<file path="src/conv_pkg.sv">
package conv_pkg;

  localparam int DATA_WIDTH = 32; // memory data width
  localparam int ELEM_WIDTH = 8;  // weight and ifm element width
  localparam int ACC_SHIFT  = 9;  // fixed point scale before the partial add
  localparam int ADDR_WIDTH = 32; // address width carried in the read request

  typedef logic [DATA_WIDTH-1:0] word_t;
  typedef logic signed [ELEM_WIDTH-1:0] elem_t;

  typedef enum logic [2:0] {
    IDLE          = 3'd0,
    FETCH_OFM     = 3'd1,
    FETCH_WT      = 3'd2,
    FETCH_IFM     = 3'd3,
    COMPUTE       = 3'd4,
    WRITE_OFM_REQ = 3'd5,
    WRITE_OFM     = 3'd6,
    DONE          = 3'd7
  } conv_state_e;

  // access size code as log2 of the byte count
  typedef enum logic [2:0] {
    SIZE_BYTE = 3'd0,
    SIZE_WORD = 3'd2
  } mem_size_e;

  typedef struct packed {
    word_t ifm_dim;
    word_t ifm_depth;
    word_t ofm_dim;
    word_t ofm_depth;
  } conv_job_t;

  typedef struct packed {
    word_t ifm_base;
    word_t wt_base;
    word_t ofm_base;
  } conv_base_t;

  typedef struct packed {
    word_t ifm_size;  // ifm_dim squared
    word_t ofm_size;  // ofm_dim squared
    word_t wt_volume; // kernel size times ifm_depth
  } conv_geom_t;

  // single cycle strobes from the controller
  typedef struct packed {
    logic rd_fire;
    logic wr_fire;
    logic row_wrap;     // window column wraps
    logic window_last;  // last window element fetched
    logic ofm_row_done;
    logic plane_done;   // one conv2D finished
    logic oc_step;      // plane done in the last input channel
  } conv_evt_t;

  typedef struct packed {
    word_t window_x;
    word_t window_y;
    word_t ofm_x;
  } conv_pos_t;

  typedef struct packed {
    logic [ADDR_WIDTH-1:0] addr;
    mem_size_e             size;
  } mem_rd_req_t;

endpackage

</file>
<file path="src/conv_shape.sv">
`timescale 1ns/1ps

module conv_shape #(
  parameter int WT_DIM = 5
) (
  input  logic                 clk,
  input  conv_pkg::conv_job_t  job,
  output conv_pkg::conv_geom_t geom
);

  localparam int WT_SIZE = WT_DIM * WT_DIM;

  localparam conv_pkg::word_t WT_SIZE_W = conv_pkg::word_t'(WT_SIZE);

  // products registered here so the address adders only see sums
  always_ff @(posedge clk) begin
    geom.ifm_size  <= job.ifm_dim * job.ifm_dim;
    geom.ofm_size  <= job.ofm_dim * job.ofm_dim;
    geom.wt_volume <= WT_SIZE_W * job.ifm_depth;
  end

endmodule

</file>
<file path="config.mk">
export PLATFORM = sky130hd
export DESIGN_NAME = conv_shape
export DESIGN_NICKNAME = d
export VERILOG_FILES = /design/src/conv_pkg.sv /design/src/conv_shape.sv
export SDC_FILE = /design/constraint.sdc
export NUM_CORES = 2
export LEC_CHECK = 0
export BUFFER_PORTS_ARGS = -buffer_cell sky130_fd_sc_hd__buf_2
export CORE_ASPECT_RATIO = 0.75
export CORE_MARGIN = 5
export CORE_UTILIZATION = 69
export CTS_CLUSTER_SIZE = 14
export DETAILED_ROUTE_END_ITERATION = 7
export PLACE_DENSITY = 0.9
export SETUP_SLACK_MARGIN = 0.1
export SLEW_MARGIN = 20
export SYNTH_ARGS = -nofsm -noshare
export SYNTH_HDL_FRONTEND = slang
export SYNTH_SLANG_ARGS = --single-unit
</file>
<file path="constraint.sdc">
create_clock -name clk -period 20.3 [get_ports clk]
set_clock_uncertainty 0.2 [all_clocks]
set_input_delay 2.03 -clock clk [delete_from_list [all_inputs] [get_ports clk]]
set_output_delay 2.03 -clock clk [all_outputs]
set_load 0.005 [all_outputs]
</file>
==> flow_summary.ini <==
[timing]
setup_total_negative_slack_ns = 0
fmaxAchievable_mhz = 107
rsz_0062_raised_after_global_routing = false
final-setup-viol-count = 0
timing.max_slew.rel_slack = 0.474
min_period_over_period = 0.459
timing.final.hold_violations = 0
worstMarginPinSlew_ns = 0.789
slew_violations = 0
layout_min_cycle_time_ns = 9.33

[yosys]
post_synth.cell_area_avg_um2 = 9.59
async_reset_ff_frac = 0
basic_gate_share_of_the_synthesized_area_counting_and_or_nand_and_nor_cells = 0.102
ys_dominant_reg_cell = dfxtp_1
synth.largest_area_cell = fa_1
synth_top_family_by_area = adder cells
number_of_enable_flip_flop_cells_after_synthesis = 0
yosys.area_share.xor_xnor = 0.0396
synth_compound_area_frac = 0.0482
netlist_top_cells_area = fa_1, ha_1, inv_1, dfxtp_1, and2_1
synthDistinctLibCells = 65
synthesis.instances = 3276
synth.top_cell.area_share = 0.480
total_of_warnings_raised_by_yosys = 0
synth.ff_latch_count = 94
post_synth_fa_ha_maj_area_fraction = 0.619
synthMuxAreaShare = 0.00127
synth-seq-area-share = 0.0599
syn_area_mm2 = 0.0314

[min_path]
path_class_of_the_lowest_slack_min_delay_path = input port to flip-flop
min_from = job[65]

[clock_network]
post_cts_hold_buffer_count = 0
cts_inserted_buffers = 9
cts_htree_levels = 3
cts_tree = yes
clock_tree.root_cell = clkbuf_16
clock_sinks = 94
post-cts-setup-buffer-count = 0
max-clock-path-buffers = 2
clk_transition_reported_paths_ns = 0.07
post_cts_resized = 0

[die]
num_rows = 67
fp.coreArea_mm2 = 0.0448
die_w_um = 256
die-area_mm2 = 0.0500
pin_count = 225
starting_density_of_the_core = 0.701
die-height_um = 195

[final_layout]
utilization = 0.739
largest-register = geom
final_net_count = 4624
flow.area_growth_from_synthesis_pct = 5.47
largest_reg_flops = 94
post_route_cell_area_mm2 = 0.0331
final_common_cell = inv_1
final_cell_mix = inv_1, fa_1, ha_1, and2_1, nand2_1
largest_registers = geom x94
layout-drive-gt1-share = 0.0674

[routing]
wl_um = 74200
num_vias = 22103
route.antenna.remaining_nets = 0
drt_pre_antenna_iters = 6
drcViolationCount = 0
initialDrtViolationCount = 1779
via_density = 5.54
wire_per_inst_um = 18.6

[worst_setup_path]
cp-end-kind = flip-flop
crit_top_cell = fa_1
critical_path_class = input port to flip-flop
cpMaxStageDelayCell = buf_2
critical_path_peak_fanout = 30
cp_top_family = adder cells
path_buf_inv = 5
worst_path_largest_cell_delay_ns = 0.55
worst_setup_path_start_kind = input port
start_point_of_the_critical_path = job[35]
crit_arrival_ns = 9.40
timing.critical_path.required_ns = 20.37

[grt]
gr-total-overflow = 0
grt_max_degree = 35
track_usage = 0.310
grt_pass1_vias = 24776
grt_pass1_wl_um = 124000
number_of_antenna_violations_at_the_first_check_in_global_routing = 8

[flow_run]
drv_cap = 0

[placed_design]
detailedPlacementHpwl_um = 62100
postPlaceCellArea_mm2 = 0.0328
final_gp_congestion = 0.910
buffer_ports.inserted = 188

[run_status]
status = finished clean
==> per-layer routing <==
metal	share of wire	global-route usage	up-vias
met1	0.40	0.425	10927
met3	0.12	0.0964	206
met5	0	0	-
li1	-	-	9769
met4	0.036	0.111	0
met2	0.45	0.473	1201
==> cell usage after synthesis (15+ instances only) <==
cell type	number
inv_1	993
fa_1	754
ha_1	349
and2_1	267
nand2_1	235
xnor2_1	103
dfxtp_1	94
clkbuf_1	84
a21oi_1	69
nor2_1	49
xor2_1	39
a21o_1	29
o21ai_0	22
o21bai_1	20
nor2b_1	15
==> kinds of logic after synthesis <==
logic type,after synthesis
AOI/OAI and AO/OA,223
DFF,94
and+or+nand+nor,629
xor gates and xnor gates,142
buffers and inverters,1080
muxes,4
adders and majority gates,1103
other,1
==> worst paths after layout <==
path	end	slack (ns)	cells after the start
worst max-delay path	geom[63]$_DFF_P_	10.97	25
worst min-delay path	geom[1]$_DFF_P_	1.57	1
==> layout make-up <==
| type | count | area, um2 |
|---|---|---|
| multi-input combinational | 2103 | 25500 |
| sequential | 94 | 1880 |
| inverter | 993 | 3730 |
| timing repair buffer | 191 | 963 |
| tap | 586 | 733 |
| fill | 2796 | 11700 |
| clock buffer | 9 | 225 |
| antenna | 9 | 22.5 |
| clock inverter | 7 | 105 |
==> per-stage QoR <==
stage | cells | setup slack, ns | hold WS, ns
global placement | 3967 | 10.76 | 1.97
CTS | 3983 | 11.05 | 1.55
detailed placement | 3967 | 10.67 | 1.98
global route | 3991 | 10.69 | 1.56
finish | 3992 | 10.97 | 1.57
floorplan | 3277 | 11.61 | 1.86
Power is not shown: default switching activity piles up to over one toggle a cycle in this logic, so the estimate is an artifact.
