`src/conv_pkg.sv`:
```
package conv_pkg;

  localparam int DATA_WIDTH = 32; // memory data width
  localparam int ELEM_WIDTH = 8;  // weight and ifm element width
  localparam int ACC_SHIFT  = 9;  // fixed point scale before the partial add
  localparam int ADDR_WIDTH = 32; // address width carried in the read request

  typedef logic [DATA_WIDTH-1:0] word_t;
  typedef logic signed [ELEM_WIDTH-1:0] elem_t;

  typedef enum logic [2:0] {
    IDLE          = 3'd0,
    FETCH_OFM     = 3'd1,
    FETCH_WT      = 3'd2,
    FETCH_IFM     = 3'd3,
    COMPUTE       = 3'd4,
    WRITE_OFM_REQ = 3'd5,
    WRITE_OFM     = 3'd6,
    DONE          = 3'd7
  } conv_state_e;

  // access size code as log2 of the byte count
  typedef enum logic [2:0] {
    SIZE_BYTE = 3'd0,
    SIZE_WORD = 3'd2
  } mem_size_e;

  typedef struct packed {
    word_t ifm_dim;
    word_t ifm_depth;
    word_t ofm_dim;
    word_t ofm_depth;
  } conv_job_t;

  typedef struct packed {
    word_t ifm_base;
    word_t wt_base;
    word_t ofm_base;
  } conv_base_t;

  typedef struct packed {
    word_t ifm_size;  // ifm_dim squared
    word_t ofm_size;  // ofm_dim squared
    word_t wt_volume; // kernel size times ifm_depth
  } conv_geom_t;

  // single cycle strobes from the controller
  typedef struct packed {
    logic rd_fire;
    logic wr_fire;
    logic row_wrap;     // window column wraps
    logic window_last;  // last window element fetched
    logic ofm_row_done;
    logic plane_done;   // one conv2D finished
    logic oc_step;      // plane done in the last input channel
  } conv_evt_t;

  typedef struct packed {
    word_t window_x;
    word_t window_y;
    word_t ofm_x;
  } conv_pos_t;

  typedef struct packed {
    logic [ADDR_WIDTH-1:0] addr;
    mem_size_e             size;
  } mem_rd_req_t;

endpackage

```
`src/conv_mac.sv`:
```
`timescale 1ns/1ps

module conv_mac (
  input  logic                  clk,
  input  logic                  rst_n,
  input  conv_pkg::conv_state_e state,
  input  conv_pkg::conv_evt_t   evt,
  input  logic                  ic_first,
  input  conv_pkg::word_t       rd_data,
  input  conv_pkg::elem_t       wt_head,
  input  conv_pkg::elem_t       ifm_head,
  output conv_pkg::word_t       wr_data
);

  localparam int PW = 2 * conv_pkg::ELEM_WIDTH;

  logic signed [conv_pkg::DATA_WIDTH-1:0] acc;
  logic signed [PW-1:0]                   product;
  conv_pkg::word_t                        partial; // ofm word read back

  assign product = wt_head * ifm_head;

  always_ff @(posedge clk) begin
    if (!rst_n || state == conv_pkg::IDLE || state == conv_pkg::FETCH_IFM) begin
      acc <= '0;
    end else if (state == conv_pkg::COMPUTE) begin
      acc <= acc + product; // sign extended
    end
  end

  always_ff @(posedge clk) begin
    if (!rst_n || state == conv_pkg::IDLE || evt.oc_step) begin
      partial <= '0;
    end else if (state == conv_pkg::FETCH_OFM && evt.rd_fire) begin
      partial <= rd_data;
    end
  end

  // first input channel starts the ofm word from zero
  assign wr_data = (ic_first ? '0 : partial) +
                   conv_pkg::word_t'(acc >>> conv_pkg::ACC_SHIFT);

endmodule

```
`config.mk`:
```
export PLATFORM = sky130hd
export DESIGN_NAME = conv_mac
export DESIGN_NICKNAME = d
export VERILOG_FILES = /design/src/conv_pkg.sv /design/src/conv_mac.sv
export SDC_FILE = /design/constraint.sdc
export NUM_CORES = 1
export LEC_CHECK = 0
export BUFFER_PORTS_ARGS = -buffer_cell sky130_fd_sc_hd__buf_4
export CORE_MARGIN = 2
export CORE_UTILIZATION = 51
export DETAILED_ROUTE_END_ITERATION = 8
export PLACE_DENSITY = 0.7
export SLEW_MARGIN = 20
export SYNTH_ARGS = -nofsm -noshare
export SYNTH_HDL_FRONTEND = slang
export SYNTH_SLANG_ARGS = --single-unit
```
`constraint.sdc`:
```
create_clock -name clk -period 18.5 [get_ports clk]
set_input_delay 4.625 -clock clk [delete_from_list [all_inputs] [get_ports clk]]
set_output_delay 4.625 -clock clk [all_outputs]
set_load 0.005 [all_outputs]
```
==> results.toml <==
[run_status]
outcome = "finished clean"

[synth]
synthTopCellsByArea = "fa_1 (29%), dfxtp_1 (14%), ha_1 (13%)"
ys_types = 65
syn_area_sq_um = 9410
synth-edff-count = 0
synth_most_common_cell = "nand2_1"
synth_warnings = 0
ys_seq_area_share_pct = 13.6
ys_ff_latch = 64
syn_nets = 1379
syn_inst = 1080
synth_flop_cell = "dfxtp_1"
synthArstFlopShare_pct = 0
synth_common_cells = "nand2_1 (157), fa_1 (137), inv_1 (123), ha_1 (101), a21oi_1 (99)"
yosysTopAreaCell = "fa_1"
synth_top_cell_area_share_pct = 29.1
syn_area_per_cell_sq_um = 8.72

[worst_setup_path]
reg2reg_from = "acc[6]$_SDFFE_PP0N_"
cp_slowest_cell = "o41a_1"
crit_path_cell_trace = "buf_4 -> nor2b_1 -> ha_1 -> inv_1 -> fa_1 -> nand2b_1 -> a21oi_2 -> o41a_1 -> o211ai_2 -> a41oi_2 -> a221o_2 -> a21o_1 -> a21oi_2 -> xnor2_1 -> buf_4"
crit_arrival_ps = 7750
cp-end-kind = "primary output"
crit_type = "in -> out"
path_buf_inv = 3
critPathMaxFanout = 32
startpoint_type = "input port"
worst_ep_required_time_ps = 13880
slowest_delay_ps = 470
cp-startpoint = "ic_first"
crit_family = "compound AO/OA/AOI/OAI gates"

[power]
p_leak_nw = 5.12
ir_drop_mv = 0.187
powerDensity_nw_per_um2 = 182
power_mw = 1.93

[clocking]
insertion_delay_ps = 340
clockRootBuffer = "clkbuf_16"
post_cts_buffers = 0
hold_buffers = 0
cts_tree = "done"
cts_buffers = 9
cts_resized = 0
htree_levels = 3
cts.clk_slew.worst_paths_ps = 60
cts.sinks = 64
cts_max_path_buffers = 2

[floorplan]
core.rowCount = 49
num_io_pins = 93
dieHeight_um = 140
core_area_sq_um = 18000
fp.dieW_um = 140
start_util_pct = 52.2
die_area_sq_um = 19600

[drt]
viasPerCell = 5.40
ant_nets = 0
met3WireLength_um = 687
wl_per_cell_um = 15.8
wl_um = 22000
drtIter0Drc = 383
drc = 0
route.met2.wl_um = 10700
via_count = 7493
dr.pass1.iters = 5
wl_met1_um = 10200
highest_layer = "met4"

[layout]
register_area_sq_um = 1280
fillCellCount = 1648
diodes = 0
layout.nets = 1453
synthToLayoutAreaGrowth_pct = 12.7
drive_gt1_share_pct = 11.1
multi_input_comb_area_sq_um = 7580
fin_area_sq_um = 10600

[placement]
dpl.hpwl_um = 17400
placed_area_sq_um = 10300
gp_congestion = 0.870
port-buffer-count = 87
dp_slack_ps = 6130

[sta]
tightest_slew_ps = 928
relSlewSlack_pct = 38.1
setup_violations = 0
drv_slew = 0
fin_ws_ps = 6130
timing.fmax_mhz = 80.8
period_share_pct = 66.9
fin_crit_ps = 12370
fin_skew_ps = 7.40
hold_viol_final = 0
rsz0062_at_grt = "no"
holdWs_ps = 450
tns_ps = 0

[grt]
antenna_found_initial = 0
grt_max_degree = 39
grt_pass1_vias = 7775
grt_pass1_wl_um = 37700
grt_overflow = 0
track_usage_pct = 23.7

[job]
maxCapViolCount = 0

[worst_hold_path]
min_path_type = "reg -> reg"
min_from = "partial[27]$_SDFFE_PP0P_"
path summary, 6_finish.rpt:
check	endpoint	slack, ps	depth (start not counted)
setup / recovery	wr_data[28]	6130	15
hold / removal	partial[27]$_SDFFE_PP0P_	450	2
setup reg to reg	acc[31]$_SDFFE_PP0N_	12940	19
hold reg to reg	partial[27]$_SDFFE_PP0P_	450	2
kinds of logic after synthesis:
family | synth area share (%)
simple gates | 17.1
fa+ha+maj | 42.6
compound gates | 15.6
buf+inv | 6.10
flops | 13.6
xor+xnor | 4.93
mux | 0.106
area by class of cell:
type | count | area share [%]
multi-input cells | 863 | 71.5
flip-flops and latches | 64 | 12.1
repair buffers | 93 | 6.58
inverters | 123 | 4.35
well taps | 229 | 2.70
clock buffers | 11 | 2.29
clock inverters | 5 | 0.531
flip-flops by register name, summed over array words and instances (netlist names):
name	count
partial	32
acc	32
power by group:
group          switching (mW)  total, mW  internal, mW  leakage, nW
logic                   0.891       1.57         0.674         4.45
registers              0.0278      0.183         0.155        0.517
clock network          0.0701      0.178         0.108        0.145
cell usage in the layout, fill, tap and decap left out, types with 6 or more instances in the layout:
| cell | n |
|---|---|
| a211oi_1 | 11 |
| a21o_1 | 18 |
| a21oi_1 | 99 |
| a31oi_1 | 9 |
| and2_1 | 29 |
| buf_4 | 93 |
| clkbuf_16 | 9 |
| dfxtp_1 | 64 |
| fa_1 | 137 |
| ha_1 | 101 |
| inv_1 | 123 |
| nand2_1 | 157 |
| nand2b_1 | 13 |
| nand3_1 | 18 |
| nor2_1 | 47 |
| nor2b_1 | 33 |
| nor3_1 | 12 |
| o211ai_1 | 6 |
| o21a_1 | 13 |
| o21ai_0 | 24 |
| o21bai_1 | 8 |
| xnor2_1 | 38 |
| xor2_1 | 15 |
metrics by stage:
| stage | cells | utilization [%] |
|---|---|---|
| after global placement | 1372 | 57.2 |
| after CTS | 1388 | 58.8 |
| after global routing | 1388 | 58.9 |
| final | 1388 | 58.9 |
| after floorplan | 1080 | - |
| after detailed placement | 1372 | 57.2 |
worst register-to-register path, cell delays in order, from the launching register on:
cell	delay [ps]
dfxtp_1	300
inv_1	60
fa_1	540
inv_1	50
fa_1	490
inv_1	50
fa_1	530
inv_1	50
fa_1	390
fa_1	470
ha_1	340
o21ai_0	140
nor3_1	90
nand3b_1	260
o311a_1	400
o31ai_4	400
o21ai_1	210
a211oi_1	420
xor2_1	180
nor2_1	50
layer usage:
layer / vias up / GRT usage [%]
li1: 3733 / -
met1: 3576 / 32.7
met2: 149 / 39.5
met3: 35 / 2.24
met4: 0 / 8.05
met5: - / 0
(Power assumes the default switching activity.)
