## src/conv_pkg.sv

```systemverilog
package conv_pkg;

  localparam int DATA_WIDTH = 32; // memory data width
  localparam int ELEM_WIDTH = 8;  // weight and ifm element width
  localparam int ACC_SHIFT  = 9;  // fixed point scale before the partial add
  localparam int ADDR_WIDTH = 32; // address width carried in the read request

  typedef logic [DATA_WIDTH-1:0] word_t;
  typedef logic signed [ELEM_WIDTH-1:0] elem_t;

  typedef enum logic [2:0] {
    IDLE          = 3'd0,
    FETCH_OFM     = 3'd1,
    FETCH_WT      = 3'd2,
    FETCH_IFM     = 3'd3,
    COMPUTE       = 3'd4,
    WRITE_OFM_REQ = 3'd5,
    WRITE_OFM     = 3'd6,
    DONE          = 3'd7
  } conv_state_e;

  // access size code as log2 of the byte count
  typedef enum logic [2:0] {
    SIZE_BYTE = 3'd0,
    SIZE_WORD = 3'd2
  } mem_size_e;

  typedef struct packed {
    word_t ifm_dim;
    word_t ifm_depth;
    word_t ofm_dim;
    word_t ofm_depth;
  } conv_job_t;

  typedef struct packed {
    word_t ifm_base;
    word_t wt_base;
    word_t ofm_base;
  } conv_base_t;

  typedef struct packed {
    word_t ifm_size;  // ifm_dim squared
    word_t ofm_size;  // ofm_dim squared
    word_t wt_volume; // kernel size times ifm_depth
  } conv_geom_t;

  // single cycle strobes from the controller
  typedef struct packed {
    logic rd_fire;
    logic wr_fire;
    logic row_wrap;     // window column wraps
    logic window_last;  // last window element fetched
    logic ofm_row_done;
    logic plane_done;   // one conv2D finished
    logic oc_step;      // plane done in the last input channel
  } conv_evt_t;

  typedef struct packed {
    word_t window_x;
    word_t window_y;
    word_t ofm_x;
  } conv_pos_t;

  typedef struct packed {
    logic [ADDR_WIDTH-1:0] addr;
    mem_size_e             size;
  } mem_rd_req_t;

endpackage

```

## src/conv_window.sv

```systemverilog
`timescale 1ns/1ps

module conv_window #(
  parameter int WT_DIM = 5
) (
  input  logic                  clk,
  input  logic                  rst_n,
  input  conv_pkg::conv_state_e state,
  input  conv_pkg::conv_evt_t   evt,
  input  conv_pkg::mem_rd_req_t rd_req,
  input  conv_pkg::word_t       rd_data,
  output conv_pkg::elem_t       wt_head,
  output conv_pkg::elem_t       ifm_head
);

  localparam int WT_SIZE = WT_DIM * WT_DIM;
  localparam int EW      = conv_pkg::ELEM_WIDTH;

  conv_pkg::elem_t wt_sr  [WT_SIZE];
  conv_pkg::elem_t ifm_sr [WT_SIZE];
  conv_pkg::elem_t lane_byte;

  logic wt_load;
  logic ifm_load;
  logic rotate;

  // little endian lanes with address 0 in bits 7:0
  assign lane_byte = conv_pkg::elem_t'(rd_data[EW * rd_req.addr[1:0] +: EW]);

  assign wt_load  = (state == conv_pkg::FETCH_WT) && evt.rd_fire;
  assign ifm_load = (state == conv_pkg::FETCH_IFM) && evt.rd_fire;
  assign rotate   = state == conv_pkg::COMPUTE;

  always_ff @(posedge clk) begin
    if (!rst_n || state == conv_pkg::IDLE) begin
      for (int i = 0; i < WT_SIZE; i++) begin
        wt_sr[i]  <= '0;
        ifm_sr[i] <= '0;
      end
    end else begin
      if (wt_load || rotate) begin
        for (int i = 0; i < WT_SIZE - 1; i++) wt_sr[i] <= wt_sr[i+1];
        wt_sr[WT_SIZE-1] <= wt_load ? lane_byte : wt_sr[0]; // new byte in at the tail
      end
      if (ifm_load || rotate) begin
        for (int i = 0; i < WT_SIZE - 1; i++) ifm_sr[i] <= ifm_sr[i+1];
        ifm_sr[WT_SIZE-1] <= ifm_load ? lane_byte : ifm_sr[0];
      end
    end
  end

  // a full rotation returns the weights to their fetch order
  assign wt_head  = wt_sr[0];
  assign ifm_head = ifm_sr[0];

endmodule

```

## config.mk

```make
export PLATFORM = sky130hd
export DESIGN_NAME = conv_window
export DESIGN_NICKNAME = d
export VERILOG_FILES = /design/src/conv_pkg.sv /design/src/conv_window.sv
export SDC_FILE = /design/constraint.sdc
export NUM_CORES = 1
export LEC_CHECK = 0
export ABC_AREA = 0
export BUFFER_PORTS_ARGS = -buffer_cell sky130_fd_sc_hd__buf_2
export CAP_MARGIN = 20
export CORE_MARGIN = 3
export CORE_UTILIZATION = 55
export DETAILED_ROUTE_END_ITERATION = 10
export GPL_ROUTABILITY_DRIVEN = 0
export MAX_ROUTING_LAYER = met4
export PLACE_DENSITY_LB_ADDON = 0.3
export SYNTH_ARGS = -nofsm -noshare
export SYNTH_HDL_FRONTEND = slang
export SYNTH_SLANG_ARGS = --single-unit
```

## constraint.sdc

```tcl
create_clock -name clk -period 26.7 [get_ports clk]
set_input_delay 1.335 -clock clk [delete_from_list [all_inputs] [get_ports clk]]
set_output_delay 1.335 -clock clk [all_outputs]
set_load 0.03 [all_outputs]
```

==> metrics.txt <==
Netlist cell types=24; Net count, final=a little over 1,000; Crit Path Max Fanout=66; Rows=60; NetSw=0.268 mW; period utilisation layout=11.7%; pin count of the biggest net entering global routing=approximately 200; Required @ worst endpoint=between 20 and 30 ns; post-CTS setup buffers=0; Top Metal Used=met4; first-pass GRT wire length=between 30,000 and 40,000 um; core area=between 20,000 and 30,000 um^2; worst skew pair latency=about 0.52 ns; number of port buffers=between 50 and 60; synthesized area=15,200 um^2; hold crit path type=flip-flop to flip-flop; mux share of post-synthesis cell area=1.19%; Synth Area in Simple Gates=between 15 and 20%; Mapped Cells=about 900; Critical Path Sink=wt_sr[1][12]$_SDFFCE_PN0P_; CP startpoint=state[2]; combinational group share of total power=3.4%; Iteration-0 DRC Markers=~780; Tightest Pin Transition=1.06 ns; post-synthesis compound-gate area fraction=under 10%; Yosys top cell area share=~79%; Final TNS setup=0 ns; max-cap viol count=0; Synthesized Nets=roughly 970; Pwr Density=roughly 81 nW/um^2; main combinational cell family by area after synthesis=simple AND/OR/NAND/NOR gates; routed via count=between 6,000 and 7,000; initial antenna violation count=1; Startpoint Class=input port; share of layout cells above drive strength 1=13.8%; outcome=complete, no violations; antenna viol nets, final=0; hold_ws=just over 0.5 ns; EDFF count, synth=400; placed insts=1,230; top-count cell post-synth=edfxtp_1; Clock Skew=0.0154 ns; final hold vios=0; clock root cell=clkbuf_16; area leader, netlist=edfxtp_1; slew margin rel.=29.6%; Max IR drop VDD=roughly 0.000038 V; CP endpoint kind=flip-flop; WL met1=approximately 11,000 um; synthesis-stage register bit count=400; leakage power=about 6.5 nW; Overflow after GRT=0; Post-Synth Adder-Cell Area=0%; ys flop type=edfxtp_1; Final Critical Period=~3.1 ns; CTS hold repair buffers=0; post-DR wirelength/cell=between 15 and 20 um; final setup vio count=0; clock-pin slew on the worst setup and hold paths=approximately 0.060 ns; TritonCTS clock tree=done; Int Power=~1.1 mW; clock group share of total power=between 40 and 50%; asr flop ratio synth=0%; area grow syn2layout=12.2%; Post-DP Area=15,700 um^2; Die ar.=29,700 um^2; RSZ-0062 raised after global routing=false; Die Ht=about 170 um; Arr. time, crit path=approximately 3.3 ns; # DRC=0; top cells by area, synth=edfxtp_1 (79%), and2_1 (16%), mux4_2 (1.2%); Reg2Reg Setup Slack=25.68 ns; Hold Path Depth=1; Total Wirelength=approximately 21,000 um; sequential share of power=~54%; CTS HTree Levels=2; Pins Over Slew Limit=0; Crit Reg-Reg Endpoint=wt_sr[1][70]$_SDFFCE_PP0P_; Die Wd=approximately 170 um; total iterations of the first detailed-routing run=4; Max Clk Rate=319 MHz; Yosys warnings=0; clk sink count=400; clk buf depth=3; post_cts resized=0; length of routed met3 wiring=926 um; TritonCTS buffer count=40; DP HPWL=approximately 11,000 um; Via density=roughly 5.2; Design Area, Final=17,000 um^2; Worst R2R Start=wt_sr[0][6]$_SDFFCE_PN0P_; non-filler instance count after layout=around 1,300; sequential share of the synthesized area=79.1%; vias in the first global route=around 6,400; switching share of power=around a fifth; Initial Util=a little under three fifths; # IOs=95; Syn Area/Cell=between 15 and 20 um^2; synth cell count leaders=edfxtp_1 (400), and2_1 (384), clkbuf_1 (25); Synth Area in XOR/XNOR=0%; Reg2Reg Depth=1; Total GRT Usage=~16%; met2 wire length=a little over 9000 um; Crit Path Class=input port to flip-flop
[worst min-delay path by stage]
stage | start | end | slack (ns)
final | wt_sr[0][87]$_SDFFCE_PN0P_ | wt_sr[0][79]$_SDFFCE_PN0P_ | 0.50
after global placement | wt_sr[0][33]$_SDFFCE_PN0P_ | wt_sr[0][25]$_SDFFCE_PN0P_ | 0.50
after detailed placement | wt_sr[0][24]$_SDFFCE_PN0P_ | wt_sr[0][16]$_SDFFCE_PN0P_ | 0.50
after floorplan | ifm_sr[0][8]$_SDFFCE_PN0P_ | ifm_sr[0][0]$_SDFFCE_PN0P_ | 0.50
after global routing | wt_sr[0][87]$_SDFFCE_PN0P_ | wt_sr[0][79]$_SDFFCE_PN0P_ | 0.53
after CTS | wt_sr[0][87]$_SDFFCE_PN0P_ | wt_sr[0][79]$_SDFFCE_PN0P_ | 0.51
[cell usage in the layout, fill, tap and decap left out, types with 2 or more instances in the layout]
cell type,instances
nor2_1,3
bufinv_16,7
buf_4,6
a22o_1,16
edfxtp_1,400
buf_2,55
clkbuf_16,42
mux4_2,8
clkinv_2,8
and2_1,384
clkbuf_1,4
clkinv_1,11
nand2b_1,2
[final cells by class]
class / instances / area, um^2
Clock buffer: 46 / 1070
Tap cell: 341 / 427
Fill cell: 1894 / 9980
Multi-Input combinational cell: 426 / 2880
Sequential cell: 400 / 12000
Inverter: 1 / 3.75
Clock inverter: 28 / 315
Timing Repair Buffer: 62 / 340
Antenna cell: 1 / 2.50
[cells by family after synthesis]
family | count (synthesis)
AO/OA/AOI/OAI | 24
buffers and inverters | 61
flip-flops | 400
multiplexers | 8
AND/OR/NAND/NOR | 394
[metal layers]
metal / GRT usage (%) / up-vias
met4: 4.62 / 0
met5: - / -
met3: 2.83 / 32
li1: - / 3217
met2: 20.5 / 134
met1: 24.8 / 3353
[worst max-delay path: stages]
cell and delay, ns:
buf_2 0.15, inv_1 0.06, a21boi_0 0.13, o21ai_4 0.16
buf_4 0.62, buf_4 0.75
[registers in the layout, summed over array words and instances, names as in the netlist]
name,count
wt_sr,200
ifm_sr,200
[through the flow]
step | power, mW | worst slack (ns) | utilization [%]
6_report | 1.38 | 23.57 | 63.1
2_1_floorplan | 0.811 | 10.11 | -
3_5_place_dp | 0.810 | 23.01 | 57.9
3_3_place_gp | 0.808 | 23.11 | 57.9
5_1_grt | 1.43 | 23.39 | 63.0
4_1_cts | 1.39 | 23.57 | 63.0
[power groups by stage]
stage / logic, mW / clock network (mW) / registers (mW)
global placement: 0.0471 / 0 / 0.761
CTS: 0.0486 / 0.592 / 0.750
floorplan: 0.0365 / 0 / 0.774
global route: 0.0532 / 0.620 / 0.753
finish: 0.0472 / 0.580 / 0.749
detailed placement: 0.0480 / 0 / 0.762
(Power assumes the default switching activity.)
