==> config.mk <==
export PLATFORM = sky130hd
export DESIGN_NAME = conv_addr_gen
export DESIGN_NICKNAME = d
export VERILOG_FILES = /design/src/conv_pkg.sv /design/src/conv_addr_gen.sv
export SDC_FILE = /design/constraint.sdc
export NUM_CORES = 2
export LEC_CHECK = 0
export ABC_AREA = 0
export ABC_CLOCK_PERIOD_IN_PS = 7100
export BUFFER_PORTS_ARGS = -buffer_cell sky130_fd_sc_hd__buf_2
export CORE_ASPECT_RATIO = 0.9
export CORE_UTILIZATION = 32
export DETAILED_ROUTE_END_ITERATION = 8
export GPL_TIMING_DRIVEN = 0
export SLEW_MARGIN = 20
export SYNTH_ARGS = -nofsm -noshare
export SYNTH_HDL_FRONTEND = slang
export SYNTH_SLANG_ARGS = --single-unit
==> constraint.sdc <==
create_clock -name clk -period 7.1 [get_ports clk]
set_input_delay 1.065 -clock clk [delete_from_list [all_inputs] [get_ports clk]]
set_output_delay 1.065 -clock clk [all_outputs]
set_load 0.1 [all_outputs]
==> src/conv_pkg.sv <==
package conv_pkg;

  localparam int DATA_WIDTH = 32; // memory data width
  localparam int ELEM_WIDTH = 8;  // weight and ifm element width
  localparam int ACC_SHIFT  = 9;  // fixed point scale before the partial add
  localparam int ADDR_WIDTH = 32; // address width carried in the read request

  typedef logic [DATA_WIDTH-1:0] word_t;
  typedef logic signed [ELEM_WIDTH-1:0] elem_t;

  typedef enum logic [2:0] {
    IDLE          = 3'd0,
    FETCH_OFM     = 3'd1,
    FETCH_WT      = 3'd2,
    FETCH_IFM     = 3'd3,
    COMPUTE       = 3'd4,
    WRITE_OFM_REQ = 3'd5,
    WRITE_OFM     = 3'd6,
    DONE          = 3'd7
  } conv_state_e;

  // access size code as log2 of the byte count
  typedef enum logic [2:0] {
    SIZE_BYTE = 3'd0,
    SIZE_WORD = 3'd2
  } mem_size_e;

  typedef struct packed {
    word_t ifm_dim;
    word_t ifm_depth;
    word_t ofm_dim;
    word_t ofm_depth;
  } conv_job_t;

  typedef struct packed {
    word_t ifm_base;
    word_t wt_base;
    word_t ofm_base;
  } conv_base_t;

  typedef struct packed {
    word_t ifm_size;  // ifm_dim squared
    word_t ofm_size;  // ofm_dim squared
    word_t wt_volume; // kernel size times ifm_depth
  } conv_geom_t;

  // single cycle strobes from the controller
  typedef struct packed {
    logic rd_fire;
    logic wr_fire;
    logic row_wrap;     // window column wraps
    logic window_last;  // last window element fetched
    logic ofm_row_done;
    logic plane_done;   // one conv2D finished
    logic oc_step;      // plane done in the last input channel
  } conv_evt_t;

  typedef struct packed {
    word_t window_x;
    word_t window_y;
    word_t ofm_x;
  } conv_pos_t;

  typedef struct packed {
    logic [ADDR_WIDTH-1:0] addr;
    mem_size_e             size;
  } mem_rd_req_t;

endpackage

==> src/conv_addr_gen.sv <==
`timescale 1ns/1ps

module conv_addr_gen #(
  parameter int WT_DIM     = 5,
  parameter int ADDR_WIDTH = 32
) (
  input  logic                  clk,
  input  logic                  rst_n,
  input  conv_pkg::conv_state_e state,
  input  conv_pkg::conv_evt_t   evt,
  input  conv_pkg::conv_pos_t   pos,
  input  conv_pkg::conv_geom_t  geom,
  input  conv_pkg::conv_job_t   job,
  input  conv_pkg::conv_base_t  base,
  output conv_pkg::mem_rd_req_t rd_req,
  output conv_pkg::word_t       wr_addr
);

  localparam int WT_SIZE = WT_DIM * WT_DIM;

  localparam conv_pkg::word_t WT_DIM_W  = conv_pkg::word_t'(WT_DIM);
  localparam conv_pkg::word_t WT_SIZE_W = conv_pkg::word_t'(WT_SIZE);
  localparam conv_pkg::word_t WT_LAST   = conv_pkg::word_t'(WT_DIM - 1);
  localparam conv_pkg::word_t ADDR_MASK = conv_pkg::word_t'((64'd1 << ADDR_WIDTH) - 64'd1);

  conv_pkg::word_t wt_plane_off;  // oc * wt_volume
  conv_pkg::word_t wt_ch_off;     // ic * WT_SIZE
  conv_pkg::word_t ifm_plane_off; // ic * ifm_size
  conv_pkg::word_t ifm_row_off;   // oy * ifm_dim
  conv_pkg::word_t ofm_plane_off; // oc * ofm_size
  conv_pkg::word_t ofm_row_off;   // oy * ofm_dim
  conv_pkg::word_t ifm_idx;       // wy * ifm_dim + wx

  conv_pkg::word_t wt_addr;
  conv_pkg::word_t ifm_addr;
  conv_pkg::word_t ofm_addr;

  always_ff @(posedge clk) begin
    if (!rst_n || state == conv_pkg::IDLE) begin
      wt_plane_off  <= '0;
      wt_ch_off     <= '0;
      ifm_plane_off <= '0;
      ifm_row_off   <= '0;
      ofm_plane_off <= '0;
      ofm_row_off   <= '0;
      ifm_idx       <= '0;
    end else begin
      if (evt.oc_step) begin
        wt_plane_off  <= wt_plane_off + geom.wt_volume;
        ofm_plane_off <= ofm_plane_off + geom.ofm_size;
      end

      if (evt.oc_step) wt_ch_off <= '0;
      else if (evt.plane_done) wt_ch_off <= wt_ch_off + WT_SIZE_W;

      if (evt.oc_step) ifm_plane_off <= '0;
      else if (evt.plane_done) ifm_plane_off <= ifm_plane_off + geom.ifm_size;

      if (evt.plane_done) begin
        ifm_row_off <= '0;
        ofm_row_off <= '0;
      end else if (evt.ofm_row_done) begin
        ifm_row_off <= ifm_row_off + job.ifm_dim;
        ofm_row_off <= ofm_row_off + job.ofm_dim;
      end

      // jump to the next ifm row at the end of a window row
      if (evt.window_last) begin
        ifm_idx <= '0;
      end else if (state == conv_pkg::FETCH_IFM && evt.rd_fire) begin
        ifm_idx <= evt.row_wrap ? ifm_idx + job.ifm_dim - WT_LAST : ifm_idx + 1'b1;
      end
    end
  end

  assign wt_addr  = base.wt_base + wt_plane_off + wt_ch_off +
                    pos.window_y * WT_DIM_W + pos.window_x;
  assign ifm_addr = base.ifm_base + ifm_plane_off + ifm_row_off + pos.ofm_x + ifm_idx;
  assign ofm_addr = base.ofm_base + ((ofm_plane_off + ofm_row_off + pos.ofm_x) << 2);

  always_comb begin
    case (state)
      conv_pkg::FETCH_OFM: begin
        rd_req.addr = ofm_addr & ADDR_MASK;
        rd_req.size = conv_pkg::SIZE_WORD;
      end
      conv_pkg::FETCH_WT: begin
        rd_req.addr = wt_addr & ADDR_MASK;
        rd_req.size = conv_pkg::SIZE_BYTE;
      end
      default: begin
        rd_req.addr = ifm_addr & ADDR_MASK;
        rd_req.size = conv_pkg::SIZE_BYTE;
      end
    endcase
  end

  assign wr_addr = ofm_addr & ADDR_MASK;

endmodule

==> impl_results.md <==
- Status: finished, violations left
- Failing checks: setup timing
- Largest net degree at the start of global routing: 16
- Hold Fails Final Rpt: 0
- Crit Reg-Reg Endpoint: ifm_idx[31]
- Total die area: 96120 sq um
- VDD IR-drop max: 502.3 uV
- Reg clk slew, reported paths: 0.06 ns
- Fin crit share: 100.3%
- Grt ovf: 0
- Critical Path Fanout Max: 4
- Worst Max-Slew Pin Slew: roughly 1.3 ns
- Root Driver: clkbuf_16
- Setup CP Type: in -> out
- Startpoint types: input port
- Worst hold path cell count: 2
- First-pass GRT wire length: 170100 microns
- GR Util met3: 7.213%
- Max-slew headroom: 16.36%
- Met2 usage: around 35%
- R2r startpoint: ifm_idx[2]
- Critical Path End Type: output port
- Achievable Freq: 140.4 MHz
- # IOs: 495
- Hold EP: wt_plane_off[25]
- Synthesized cell area: 30360 sq um
- Die X: ~330 microns
- Clock Latency Late Sink: approximately 0.6 ns
- DR WL/cell: 21.92 microns
- Worst path max stage delay: 0.58 ns
- Mapped Cells: 3678
- Initial antenna violation count: 47
- Crit-path slowest cell: fa_1
- Skew final: 0.02266 ns
- Vias per cell: 5.319
- Top_reg_cell synth: dfxtp_1
- RSZ-0062 raised after global routing: true
- First DRT Iteration DRCs: approximately 2.2k
- Residual DRC: 0
- Grt peak-use layer: met2
- Port Buf Inserts: 421
- Yosys reg bits: 220
- Area Overhead vs Synth: 19.67%
- Final WS setup: -0.02052 ns
- Routability cong.: 0.9488
- Final core utilization: 38.86%
- CTS buffer count: 31
- Reg2Reg Depth: 14
- Cell variety after synth: 87
- Clock Tree Buf Depth: 3
- Row count: 106
- CTS sink count: 220
- Final Total Pwr: 11.86 mW
- Ys async rst share: 0%
- Hold buffer count at cts: 0
- Final wirelength: 119100 microns
- Ys Warns: 0
- Proportion of layout cells with a drive suffix above 1: between 10% and 20%
- Worst path bufs/invs: 5
- CTS tree: done
- Arr. time, crit path: 6.06 ns
- Family with the most delay on the worst path: compound AO/OA/AOI/OAI gates
- Number of flops mapped to enable cells by yosys: 0
- Post-DP HPWL: 100600 microns
- Max-Cap Viols: 0
- Core footprint: 93500 sq um
- HP Class: reg -> reg
- Vias in the first global route: 26.50k
- Routed Antenna Nets: 0
- Initial Util: 32.47%
- Total iterations of the first detailed-routing run: 7
- Die height: 294.2 microns
- Final Critical Period: between 7 and 8 ns
- Sequential fraction of the synthesis area: between 10% and 20%
- Hold path start: wt_plane_off[25]
- Final setup fails: 1
- Via count: roughly 29k
- Pleak: between 15 and 20 nW
- Worst path most repeated cell: buf_4
- R2R Setup Slk: 3.10 ns
- Power per cell area: 326.5 nW/um^2
- Minimum hold slack: ~0.49 ns
- NumNets Final: approximately 5.2k
- Gr usage total: roughly a quarter
- M1 GR Usage: 33.48%
- Fin. max-slew vios: 0
- Worst endpoint required time: 6.03 ns
- Dpl ws: -0.7011 ns
- Syn Area/Cell: 8.256 sq um
- CTS HTree Levels: 1
==> tightest hold or removal path: stages (launching register included) <==
cell,delay [ns]
dfxtp_1,0.33
nand2_1,0.06
o21ai_1,0.05
==> metal layers <==
layer	vias to the layer above	share of wire (%)	wire [microns]
met5	-	0.28	336
met4	54	2.8	3315
met3	180	9.8	11670
met2	946	42	49730
met1	13820	45	54060
li1	13910	-	-
==> cells in the final DEF, fill, tap and decap left out, types with 16 or more instances in the layout <==
master / instances
o21bai_1: 29
a31oi_1: 39
xor2_1: 92
and3_1: 35
nand2_1: 200
a21o_1: 127
buf_4: 37
nor3_1: 76
a22oi_1: 21
o21a_1: 45
ha_1: 356
a21oi_1: 256
nand3_1: 93
mux2i_1: 87
nor2b_1: 43
nand4_1: 25
o21ai_1: 65
buf_2: 405
nand2b_1: 58
dfxtp_1: 220
clkbuf_16: 31
a211oi_1: 52
nor2_1: 320
a21oi_2: 16
fa_1: 245
o211ai_1: 17
clkbuf_1: 78
inv_1: 401
or3_1: 16
o21ai_0: 136
o31a_1: 17
xnor2_1: 164
==> cell families (layout without fill, tap and decap cells) <==
group / after synthesis / after routing / synth area share [%]
and+or+nand+nor: 975 / 975 / 15.38
AOI/OAI and AO/OA: 998 / 998 / 21.32
adders and majority gates: 619 / 619 / 31.64
xor gates and xnor gates: 278 / 278 / 8.019
other: 1 / 13 / 0.01235
muxes: 88 / 88 / 2.905
DFF: 220 / 220 / 14.50
buffers and inverters: 499 / 1002 / 6.218
==> metrics by stage <==
| step | TNS [ns] | instances | area (sq um) |
|---|---|---|---|
| after CTS | -0.07830 | 5412 | 35840 |
| final | -0.02052 | 5435 | 36340 |
| after global placement | -5.848 | 5342 | 34390 |
| after detailed placement | -5.707 | 5343 | 34400 |
| after global routing | -0.7482 | 5427 | 36320 |
| after floorplan | -0.2686 | 3679 | 30720 |
==> report_power, final <==
part | switching [mW] | internal (mW)
logic | 6.04 | 2.79
clock network | 0.666 | 0.971
registers | 0.0870 | 1.31
total | 6.80 | 5.07
==> synth_stat cells (80+ instances only) <==
master / n / area [sq um]
inv_1: 404 / 1516
xnor2_1: 179 / 1568
xor2_1: 99 / 867.1
nand3_1: 94 / 470.5
o21ai_0: 142 / 710.7
a21oi_1: 276 / 1381
fa_1: 248 / 4965
nor2_1: 326 / 1224
nor3_1: 80 / 400.4
mux2i_1: 87 / 870.8
a21o_1: 128 / 960.9
dfxtp_1: 220 / 4404
nand2_1: 202 / 758.2
ha_1: 371 / 4642
==> flip-flops by register name, summed over array words and instances, names as in the netlist <==
| register | cells |
|---|---|
| ofm_row_off | 30 |
| wt_plane_off | 32 |
| ifm_row_off | 32 |
| ofm_plane_off | 30 |
| ifm_idx | 32 |
| wt_ch_off | 32 |
| ifm_plane_off | 32 |
==> repair_timing <==
item                       in CTS  in global routing
setup endpoints to repair      19                 26
pin swaps                      31                 61
gates resized for setup        63                 84
setup buffers                  14                 13
==> layout make-up <==
cell class	instances	area [sq um]
inverters	408	1531
plain buffers	90	356.6
diodes	11	27.53
clock buffers	49	943.4
clock inverters	6	83.83
flip-flops and latches	220	4404
well taps	1242	1554
multi-input cells	2960	25010
repair buffers	449	2422
fillers	9735	57160
==> worst max-delay path by stage <==
stage            from  cells after the start         end
2_1_floorplan  pos[5]                     20  rd_req[31]
3_3_place_gp   pos[2]                     22  rd_req[31]
3_5_place_dp   pos[2]                     22  rd_req[31]
4_1_cts        pos[1]                     25  rd_req[33]
5_1_grt        pos[1]                     25  rd_req[33]
6_report       pos[5]                     25  rd_req[33]
Note: power is estimated with default switching activity, not from simulation.
