$ cat src/conv_pkg.sv
package conv_pkg;

  localparam int DATA_WIDTH = 32; // memory data width
  localparam int ELEM_WIDTH = 8;  // weight and ifm element width
  localparam int ACC_SHIFT  = 9;  // fixed point scale before the partial add
  localparam int ADDR_WIDTH = 32; // address width carried in the read request

  typedef logic [DATA_WIDTH-1:0] word_t;
  typedef logic signed [ELEM_WIDTH-1:0] elem_t;

  typedef enum logic [2:0] {
    IDLE          = 3'd0,
    FETCH_OFM     = 3'd1,
    FETCH_WT      = 3'd2,
    FETCH_IFM     = 3'd3,
    COMPUTE       = 3'd4,
    WRITE_OFM_REQ = 3'd5,
    WRITE_OFM     = 3'd6,
    DONE          = 3'd7
  } conv_state_e;

  // access size code as log2 of the byte count
  typedef enum logic [2:0] {
    SIZE_BYTE = 3'd0,
    SIZE_WORD = 3'd2
  } mem_size_e;

  typedef struct packed {
    word_t ifm_dim;
    word_t ifm_depth;
    word_t ofm_dim;
    word_t ofm_depth;
  } conv_job_t;

  typedef struct packed {
    word_t ifm_base;
    word_t wt_base;
    word_t ofm_base;
  } conv_base_t;

  typedef struct packed {
    word_t ifm_size;  // ifm_dim squared
    word_t ofm_size;  // ofm_dim squared
    word_t wt_volume; // kernel size times ifm_depth
  } conv_geom_t;

  // single cycle strobes from the controller
  typedef struct packed {
    logic rd_fire;
    logic wr_fire;
    logic row_wrap;     // window column wraps
    logic window_last;  // last window element fetched
    logic ofm_row_done;
    logic plane_done;   // one conv2D finished
    logic oc_step;      // plane done in the last input channel
  } conv_evt_t;

  typedef struct packed {
    word_t window_x;
    word_t window_y;
    word_t ofm_x;
  } conv_pos_t;

  typedef struct packed {
    logic [ADDR_WIDTH-1:0] addr;
    mem_size_e             size;
  } mem_rd_req_t;

endpackage

$ cat src/conv_ctrl.sv
`timescale 1ns/1ps

module conv_ctrl #(
  parameter int WT_DIM = 5
) (
  input  logic                  clk,
  input  logic                  rst_n,
  input  logic                  start,
  input  conv_pkg::conv_job_t   job,
  input  logic                  rd_data_valid,
  output logic                  rd_data_ready,
  output logic                  rd_req_valid,
  output logic                  wr_req_valid,
  input  logic                  wr_req_ready,
  output logic                  wr_data_valid,
  input  logic                  wr_data_ready,
  output conv_pkg::conv_state_e state,
  output conv_pkg::conv_evt_t   evt,
  output conv_pkg::conv_pos_t   pos,
  output logic                  ic_first,
  output logic                  done,
  output logic                  idle
);

  localparam int WT_SIZE = WT_DIM * WT_DIM;

  localparam conv_pkg::word_t WT_LAST    = conv_pkg::word_t'(WT_DIM - 1);
  localparam conv_pkg::word_t SHIFT_LAST = conv_pkg::word_t'(WT_SIZE - 1);

  conv_pkg::conv_state_e state_next;

  conv_pkg::word_t win_x;
  conv_pkg::word_t win_y;
  conv_pkg::word_t shift_cnt;
  conv_pkg::word_t ofm_x_cnt;
  conv_pkg::word_t ofm_y_cnt;
  conv_pkg::word_t ic_cnt;
  conv_pkg::word_t oc_cnt;

  logic fetching;    // weight or ifm fetch
  logic wr_req_fire;
  logic shift_done;
  logic last_oc;
  logic done_q;

  assign fetching    = (state == conv_pkg::FETCH_WT) || (state == conv_pkg::FETCH_IFM);
  assign wr_req_fire = wr_req_valid & wr_req_ready;
  assign shift_done  = (state == conv_pkg::COMPUTE) && (shift_cnt == SHIFT_LAST);
  assign last_oc     = oc_cnt == job.ofm_depth - 1'b1;

  always_comb begin
    evt.rd_fire      = rd_data_valid & rd_data_ready;
    evt.wr_fire      = wr_data_valid & wr_data_ready;
    evt.row_wrap     = fetching & evt.rd_fire & (win_x == WT_LAST);
    evt.window_last  = evt.row_wrap & (win_y == WT_LAST);
    evt.ofm_row_done = (state == conv_pkg::WRITE_OFM) & evt.wr_fire &
                       (ofm_x_cnt == job.ofm_dim - 1'b1);
    evt.plane_done   = evt.ofm_row_done & (ofm_y_cnt == job.ofm_dim - 1'b1);
    evt.oc_step      = evt.plane_done & (ic_cnt == job.ifm_depth - 1'b1);
  end

  always_comb begin
    state_next = state;
    case (state)
      conv_pkg::IDLE: begin
        if (start) state_next = conv_pkg::FETCH_WT; // no partial to read yet
      end
      conv_pkg::FETCH_OFM: begin
        if (evt.rd_fire) state_next = conv_pkg::FETCH_WT;
      end
      conv_pkg::FETCH_WT: begin
        if (evt.window_last) state_next = conv_pkg::FETCH_IFM;
      end
      conv_pkg::FETCH_IFM: begin
        if (evt.window_last) state_next = conv_pkg::COMPUTE;
      end
      conv_pkg::COMPUTE: begin
        if (shift_done) state_next = conv_pkg::WRITE_OFM_REQ;
      end
      conv_pkg::WRITE_OFM_REQ: begin
        if (wr_req_fire) state_next = conv_pkg::WRITE_OFM;
      end
      conv_pkg::WRITE_OFM: begin
        if (evt.wr_fire) begin
          if (evt.oc_step && last_oc) begin
            state_next = conv_pkg::DONE;
          end else if (ic_first && !evt.plane_done) begin
            state_next = conv_pkg::FETCH_IFM; // weights still held and no partial yet
          end else if (evt.oc_step) begin
            state_next = conv_pkg::FETCH_WT;
          end else begin
            state_next = conv_pkg::FETCH_OFM;
          end
        end
      end
      default: state_next = conv_pkg::IDLE;
    endcase
  end

  always_ff @(posedge clk) begin
    if (!rst_n) begin
      state <= conv_pkg::IDLE;
    end else begin
      state <= state_next;
    end
  end

  // loop nest counters are held while a port stalls
  always_ff @(posedge clk) begin
    if (!rst_n || state == conv_pkg::IDLE) begin
      win_x     <= '0;
      win_y     <= '0;
      shift_cnt <= '0;
      ofm_x_cnt <= '0;
      ofm_y_cnt <= '0;
      ic_cnt    <= '0;
      oc_cnt    <= '0;
    end else begin
      if (evt.row_wrap) win_x <= '0;
      else if (fetching && evt.rd_fire) win_x <= win_x + 1'b1;

      if (evt.window_last) win_y <= '0;
      else if (evt.row_wrap) win_y <= win_y + 1'b1;

      if (shift_done) shift_cnt <= '0;
      else if (state == conv_pkg::COMPUTE) shift_cnt <= shift_cnt + 1'b1;

      if (evt.ofm_row_done) ofm_x_cnt <= '0;
      else if (state == conv_pkg::WRITE_OFM && evt.wr_fire) ofm_x_cnt <= ofm_x_cnt + 1'b1;

      if (evt.plane_done) ofm_y_cnt <= '0;
      else if (evt.ofm_row_done) ofm_y_cnt <= ofm_y_cnt + 1'b1;

      if (evt.oc_step) ic_cnt <= '0;
      else if (evt.plane_done) ic_cnt <= ic_cnt + 1'b1;

      if (evt.oc_step) oc_cnt <= oc_cnt + 1'b1;
    end
  end

  always_ff @(posedge clk) begin
    if (!rst_n || (state == conv_pkg::IDLE && start)) begin
      done_q <= 1'b0;
    end else if (state == conv_pkg::DONE) begin
      done_q <= 1'b1;
    end
  end

  assign pos = '{window_x: win_x, window_y: win_y, ofm_x: ofm_x_cnt};

  assign ic_first      = ic_cnt == '0;
  assign done          = done_q & ~start;
  assign idle          = state == conv_pkg::IDLE;
  assign rd_req_valid  = fetching || (state == conv_pkg::FETCH_OFM);
  assign rd_data_ready = rd_req_valid;
  assign wr_req_valid  = state == conv_pkg::WRITE_OFM_REQ;
  assign wr_data_valid = state == conv_pkg::WRITE_OFM;

endmodule

$ cat config.mk
export PLATFORM = sky130hd
export DESIGN_NAME = conv_ctrl
export DESIGN_NICKNAME = d
export VERILOG_FILES = /design/src/conv_pkg.sv /design/src/conv_ctrl.sv
export SDC_FILE = /design/constraint.sdc
export NUM_CORES = 1
export LEC_CHECK = 0
export ABC_AREA = 1
export BUFFER_PORTS_ARGS = -buffer_cell sky130_fd_sc_hd__buf_4
export CAP_MARGIN = 10
export CORE_ASPECT_RATIO = 0.5
export CORE_MARGIN = 5
export CORE_UTILIZATION = 40
export DETAILED_ROUTE_END_ITERATION = 8
export SETUP_SLACK_MARGIN = 0.4
export SYNTH_ARGS = -nofsm -noshare
export SYNTH_HDL_FRONTEND = slang
export SYNTH_SLANG_ARGS = --single-unit
$ cat constraint.sdc
create_clock -name clk -period 3.1 [get_ports clk]
set_clock_uncertainty 0.2 [all_clocks]
set_input_delay 0.155 -clock clk [delete_from_list [all_inputs] [get_ports clk]]
set_output_delay 0.155 -clock clk [all_outputs]
set_load 0.05 [all_outputs]
==> reports/results.ini, run 1 <==
[run_status]
status=completed

[logic_synthesis]
ys_ff_latch=228
synth_fp_nets=3370
yosysWarnings=0
synth_edf_count=0
yosysMostFrequentCell=nand2_1
syn_area_sq_um=19000
synthCells=3222
yosysTopAreaCellShare_pct=24.0
synth.avg_cell_area_sq_um=5.91
async_flop_share_pct=0
synthTopCellsByArea=dfxtp_1 (24%), nand2_1 (18%), nor2_1 (9.5%), xor2_1 (7.7%), inv_1 (7.1%)
synth_cell_type_count=52
yosysTopAreaCell=dfxtp_1
yosysSeqAreaShare_pct=24.0
ys_top_cells_by_count=nand2_1 (894), nor2_1 (484), inv_1 (362), nand3_1 (267), dfxtp_1 (228)
synth_ff_type=dfxtp_1

[placement]
dp_cells=4145
pre_cts_ws_ns=-0.0602
place_congestion=0.975
placed_area_sq_um=22400
dpl.hpwl_um=57100
io_buffers=214

[global_routing]
grt_pass1_vias=20600
grt_max_degree=33
grt.total_usage_pct=26.3
gr-total-overflow=0
antenna_found_initial=2
grt_pass1_wl_um=112000

[sta]
worst_pin_slew_ns=0.812
fmax_mhz=329
rsz0062_at_grt=true
min_period_ns=3.04
slew_viol_final=0
hold_viol=0
slew-limit-headroom_pct=45.4
setup_viol=0
min_period_over_period_pct=97.9
setup_ws_ns=0.0646

[setup_path]
cp_data_arrival_time_ns=2.68
worst_setup_path_end_kind=primary output
timing.critical_path.buf_inv=3
startpoint_type=flip-flop
cpLargestDelayFamily=simple AND/OR/NAND/NOR gates
r2r_start=state[2]
cp.required_ns=2.74
critical_path_cell_count=14
cp_slowest_cell=dfxtp_2
cp-endpoint=evt[0]
path_max_fanout=2
path_cells=xnor2_1 > xor2_1 > nand3_1 > nor2_2 > nand2_1 > nor2_1 > nand3_1 > nor2_1 > nand3_1 > nor2_1 > buf_4 > nand3_4 > inv_8 > buf_8
r2r-end=win_x[30]
rr_worst_depth=16
startpoint=ic_cnt[7]
worstSetupPathType=reg -> out
r2r_setup_slack_ns=0.29
slowest_delay_ns=0.34

[floorplanning]
die-area_sq_um=52300
die_w_um=319
die_height_um=164
fp-row-count=56
core_area_sq_um=46900
start_util_pct=40.6
ioPinCount=247

[clocking]
tritoncts=yes
clk_path_buf_depth=3
clockRootBuffer=clkbuf_16
clk_pin_slew_worst_paths_ns=0.06
insertion_delay_ns=0.58
cts_inserted_buffers=25
cts_max_level=1
cts.sinks=228

[finish]
drive_gt1_share_pct=21.4
nets=3771
nFillCells=4890
area_delta_synth_final_pct=31.3
layout.cells.non_filler=4282
design_area_sq_um=25000

[drt]
via_count=22500
wl_met1_um=34200
met3_length_um=5840
first_pass_iters=5
drtIter0Drc=1957
drc=0
drt-total-wl_um=72700
wl_met2_um=30800
viasPerCell=5.26
highest_layer=met4
drtAntennaViolNets=0
wl_per_cell_um=17.0

[worst_hold_path]
hold_path_class=in -> reg

[pwr]
ir_drop_uv=370
power-per-cell-area_nw_per_um2=314
total_power_mw=7.86
leakage_nw=10.2

[run]
max_cap_violations=0

## stage by stage
step / hold WS (ns) / TNS, ns / util [%]
after detailed placement: 0.173 / -0.974 / 47.8
after CTS: 0.234 / 0 / 50.6
after floorplan: 0.0659 / -0.111 / -
after global placement: 0.171 / -0.0562 / 47.8
final: 0.198 / 0 / 53.3
after global routing: 0.270 / -0.0948 / 53.3
## where the power goes
| group | internal [mW] | total [mW] | switching [mW] |
|---|---|---|---|
| Clock | 1.97 | 3.38 | 1.41 |
| Combinational | 0.568 | 1.55 | 0.979 |
| Sequential | 2.92 | 2.93 | 0.00945 |
| Total | 5.46 | 7.86 | 2.40 |
## tightest hold or removal path, cell delays in order
cell	delay [ns]
buf_4	0.08
o22ai_1	0.06
a311oi_1	0.21
dlymetal6s4s_1	0.23
o21ai_2	0.08
nand2_1	0.07
a21oi_2	0.05
## cells by family (layout without fill, tap and decap cells)
logic type / after synthesis / count (layout) / synth area share, %
flip-flops: 228 / 228 / 24.0
AND/OR/NAND/NOR: 2076 / 2076 / 49.0
adder cells (fa/ha/maj): 14 / 14 / 0.920
XOR/XNOR: 207 / 207 / 10.0
AO/OA/AOI/OAI: 248 / 248 / 6.87
other: 0 / 2 / 0
buffers and inverters: 449 / 869 / 9.22
## routing by layer
metal  vias up  global-route usage, %
met2       789                   40.7
li1      11300                      -
met1     10400                   38.1
met4         0                   6.80
met5         -                      0
met3       102                   4.46
## flip-flops by register name (all words and copies together) (netlist names)
signal	count
ofm_x_cnt	32
win_y	32
ofm_y_cnt	32
done_q	1
oc_cnt	32
state	3
shift_cnt	32
win_x	32
ic_cnt	32
## cells in the final DEF (no fill, tap or decap), drive strengths merged
cell and n:
a311oi 1, nand4 125, inv 375, nor4b 1
and3 2, o21a 5, buf 438, ha 14
clkbuf 37, clkinv 7, o22ai 1, o211ai 3
and2 1, a221oi 3, nand2b 1, nand3b 16
dlygate4sd3 5, bufinv 4, a21oi 160, nand2 906
a31oi 1, dfxtp 228, xnor2 32, or2 13
o21ai 64, xnor3 7, a211oi 4, and3b 1
diode 2, nand3 275, a31o 1, nor2 530
dlymetal6s4s 1, clkinvlp 2, nor3 124, nor4 62
nor3b 19, xor2 168, o21bai 5
## how the worst min path moves through the flow
stage / from / to / depth (start not counted)
after floorplan: start / done_q / 1
after global placement: start / done_q / 2
after detailed placement: start / done_q / 2
after CTS: rst_n / state[1] / 4
after global routing: wr_req_ready / state[1] / 8
final: wr_req_ready / state[1] / 7
## timing repair
| action | 4_1_cts | 5_1_grt |
|---|---|---|
| setup endpoints to repair | 68 | 174 |
| resized for setup | 57 | 203 |
| pin swaps | 29 | 99 |
| setup buffers | 22 | 60 |
| hold buffers | 6 | 0 |
| endpoints found under the hold margin | 13 | 0 |
| cloned | 0 | 1 |
## layout make-up
cell class	instances	area, sq um	share of cell area [%]
clock buffers	36	727	2.91
multi-input cells	2545	13600	54.4
inverters	378	1470	5.87
well taps	638	798	3.19
flip-flops and latches	228	4680	18.7
clock inverters	10	168	0.670
repair buffers	445	3550	14.2
diodes	2	5.00	0.0200
Power figures use the tool's default switching activity.
==> run 2, diff against run 1 <==
==> constraint.sdc (replaced) <==
create_clock -name clk -period 3.1 [get_ports clk]
set_clock_uncertainty 0.2 [all_clocks]
set_input_delay 0.465 -clock clk [delete_from_list [all_inputs] [get_ports clk]]
set_output_delay 0.465 -clock clk [all_outputs]
set_load 0.05 [all_outputs]
==> reports/results.ini, run 2 (same netlist as run 1, synthesis figures left out) <==
[run_status]
status=finished with violations
violations=setup timing

[sta]
fmax_mhz=300
setup_ws_ns=-0.230
hold_viol=0
min_period_ns=3.33
min_period_over_period_pct=107
fin_setup_tns_ns=-0.672
rsz0062_at_grt=true
slew_viol_final=0
worst_pin_slew_ns=0.714
setup_viol=3
slew-limit-headroom_pct=52.0

[clocking]
clk_path_buf_depth=3
tritoncts=yes
cts_max_level=1
cts_inserted_buffers=25
insertion_delay_ns=0.59
cts.sinks=228
clockRootBuffer=clkbuf_16
clk_pin_slew_worst_paths_ns=0.07

[finish]
most-common-layout-cells=nand2_1 (800), buf_4 (603), nor2_1 (418)
nFillCells=4520
nets=4016
area_delta_synth_final_pct=48.3
design_area_sq_um=28200
drive_gt1_share_pct=31.5
layout_commonest_cell=nand2_1
num_antenna_cells=0

[global_routing]
antenna_found_initial=0
grt_pass1_vias=21500
gr-total-overflow=0
grt_max_degree=29
grt.total_usage_pct=26.0
grt_pass1_wl_um=112000

[run]
max_cap_violations=0

[pwr]
power-per-cell-area_nw_per_um2=291
leakage_nw=11.6
total_power_mw=8.21
ir_drop_uv=341

[drt]
drc=0
viasPerCell=5.19
drtAntennaViolNets=0
first_pass_iters=5
drtIter0Drc=1802
via_count=23500
drt-total-wl_um=74200
wl_per_cell_um=16.4

[worst_hold_path]
min_from=rst_n
whs_path_depth=3
hold_path_class=in -> reg
hold_end=state[0]

[floorplanning]
fp-row-count=56
die_height_um=164
start_util_pct=40.6
die-area_sq_um=52300
die_w_um=319
ioPinCount=247
core_area_sq_um=46900

[setup_path]
rr_worst_depth=18
cp.required_ns=2.43
worstSetupPathType=in -> out
cp_slowest_cell=and3_4
path_common_cell=buf_8
cp_data_arrival_time_ns=2.67
r2r-end=ofm_x_cnt[21]
path_max_fanout=6
startpoint_type=input pin
slowest_delay_ns=0.21
r2r_setup_slack_ns=0.22
r2r_start=state[0]
path_cells=buf_8 > clkinvlp_4 > ha_4 > nand2_4 > nor2_4 > buf_12 > buf_8 > nand4_1 > nand2_2 > xor2_2 > and3_4 > nand3_2 > nor2_4 > buf_6 > nand3_4 > inv_8 > buf_8
worst_setup_path_end_kind=primary output

[placement]
io_buffers=214
place_congestion=0.970
pre_cts_ws_ns=-0.523
placed_area_sq_um=24100
dpl.hpwl_um=56100

==> run 2: per-stage QoR <==
stage	std cells	hold slack [ns]	util (%)
2_1_floorplan	3222	0.239	-
3_3_place_gp	4361	0.260	51.4
3_5_place_dp	4361	0.264	51.4
4_1_cts	4466	0.0816	55.9
5_1_grt	4524	0.105	60.2
6_report	4524	0.116	60.2
==> run 2: timing repair <==
action,4_1_cts,5_1_grt
buffers inserted,56,47
hold endpoints to repair,1,0
hold buffers,1,0
pin swaps,93,135
gates resized for setup,187,358
endpoints found under the setup margin,131,167
gates cloned,3,11
==> run 2: final cells by class <==
type                    count  area (sq um)  share of cell area, %
clock buffers              37           751                   2.66
clock inverters             8           111                  0.394
inverters                 378          1460                   5.16
multi-input cells        2545         14600                   51.8
flip-flops and latches    228          4630                   16.4
well taps                 638           798                   2.83
repair buffers            690          5870                   20.8
==> run 2: how the worst max path moves through the flow <==
stage	from	endpoint	slack, ns	depth (start not counted)
after floorplan	state[2]	evt[0]	-0.20	15
after global placement	job[32]	evt[1]	-0.47	19
after detailed placement	job[32]	evt[1]	-0.52	19
after CTS	job[32]	evt[0]	-0.24	21
after global routing	job[32]	evt[0]	-0.36	19
final	job[32]	evt[0]	-0.23	17
==> run 2: worst max-delay path, delay by kind of cell <==
family / cells / cell delay (ns)
buffers and inverters: 7 / 0.81
XOR/XNOR: 1 / 0.17
AND/OR/NAND/NOR: 8 / 1.03
adder cells (fa/ha/maj): 1 / 0.18
==> run 2: report_power, final <==
group | switching, mW | internal, mW
sequential | 0.00667 | 2.93
combinational | 1.15 | 0.834
clock | 1.43 | 1.85
total | 2.59 | 5.62
==> run 2: per-layer routing <==
layer / track usage [%] / vias up / routed length [um]
met2: 42.8 / 687 / 34000
met1: 35.7 / 10900 / 33800
met4: 7.26 / 0 / 1800
li1: - / 11800 / -
met5: 0 / - / 0
met3: 4.10 / 110 / 4620
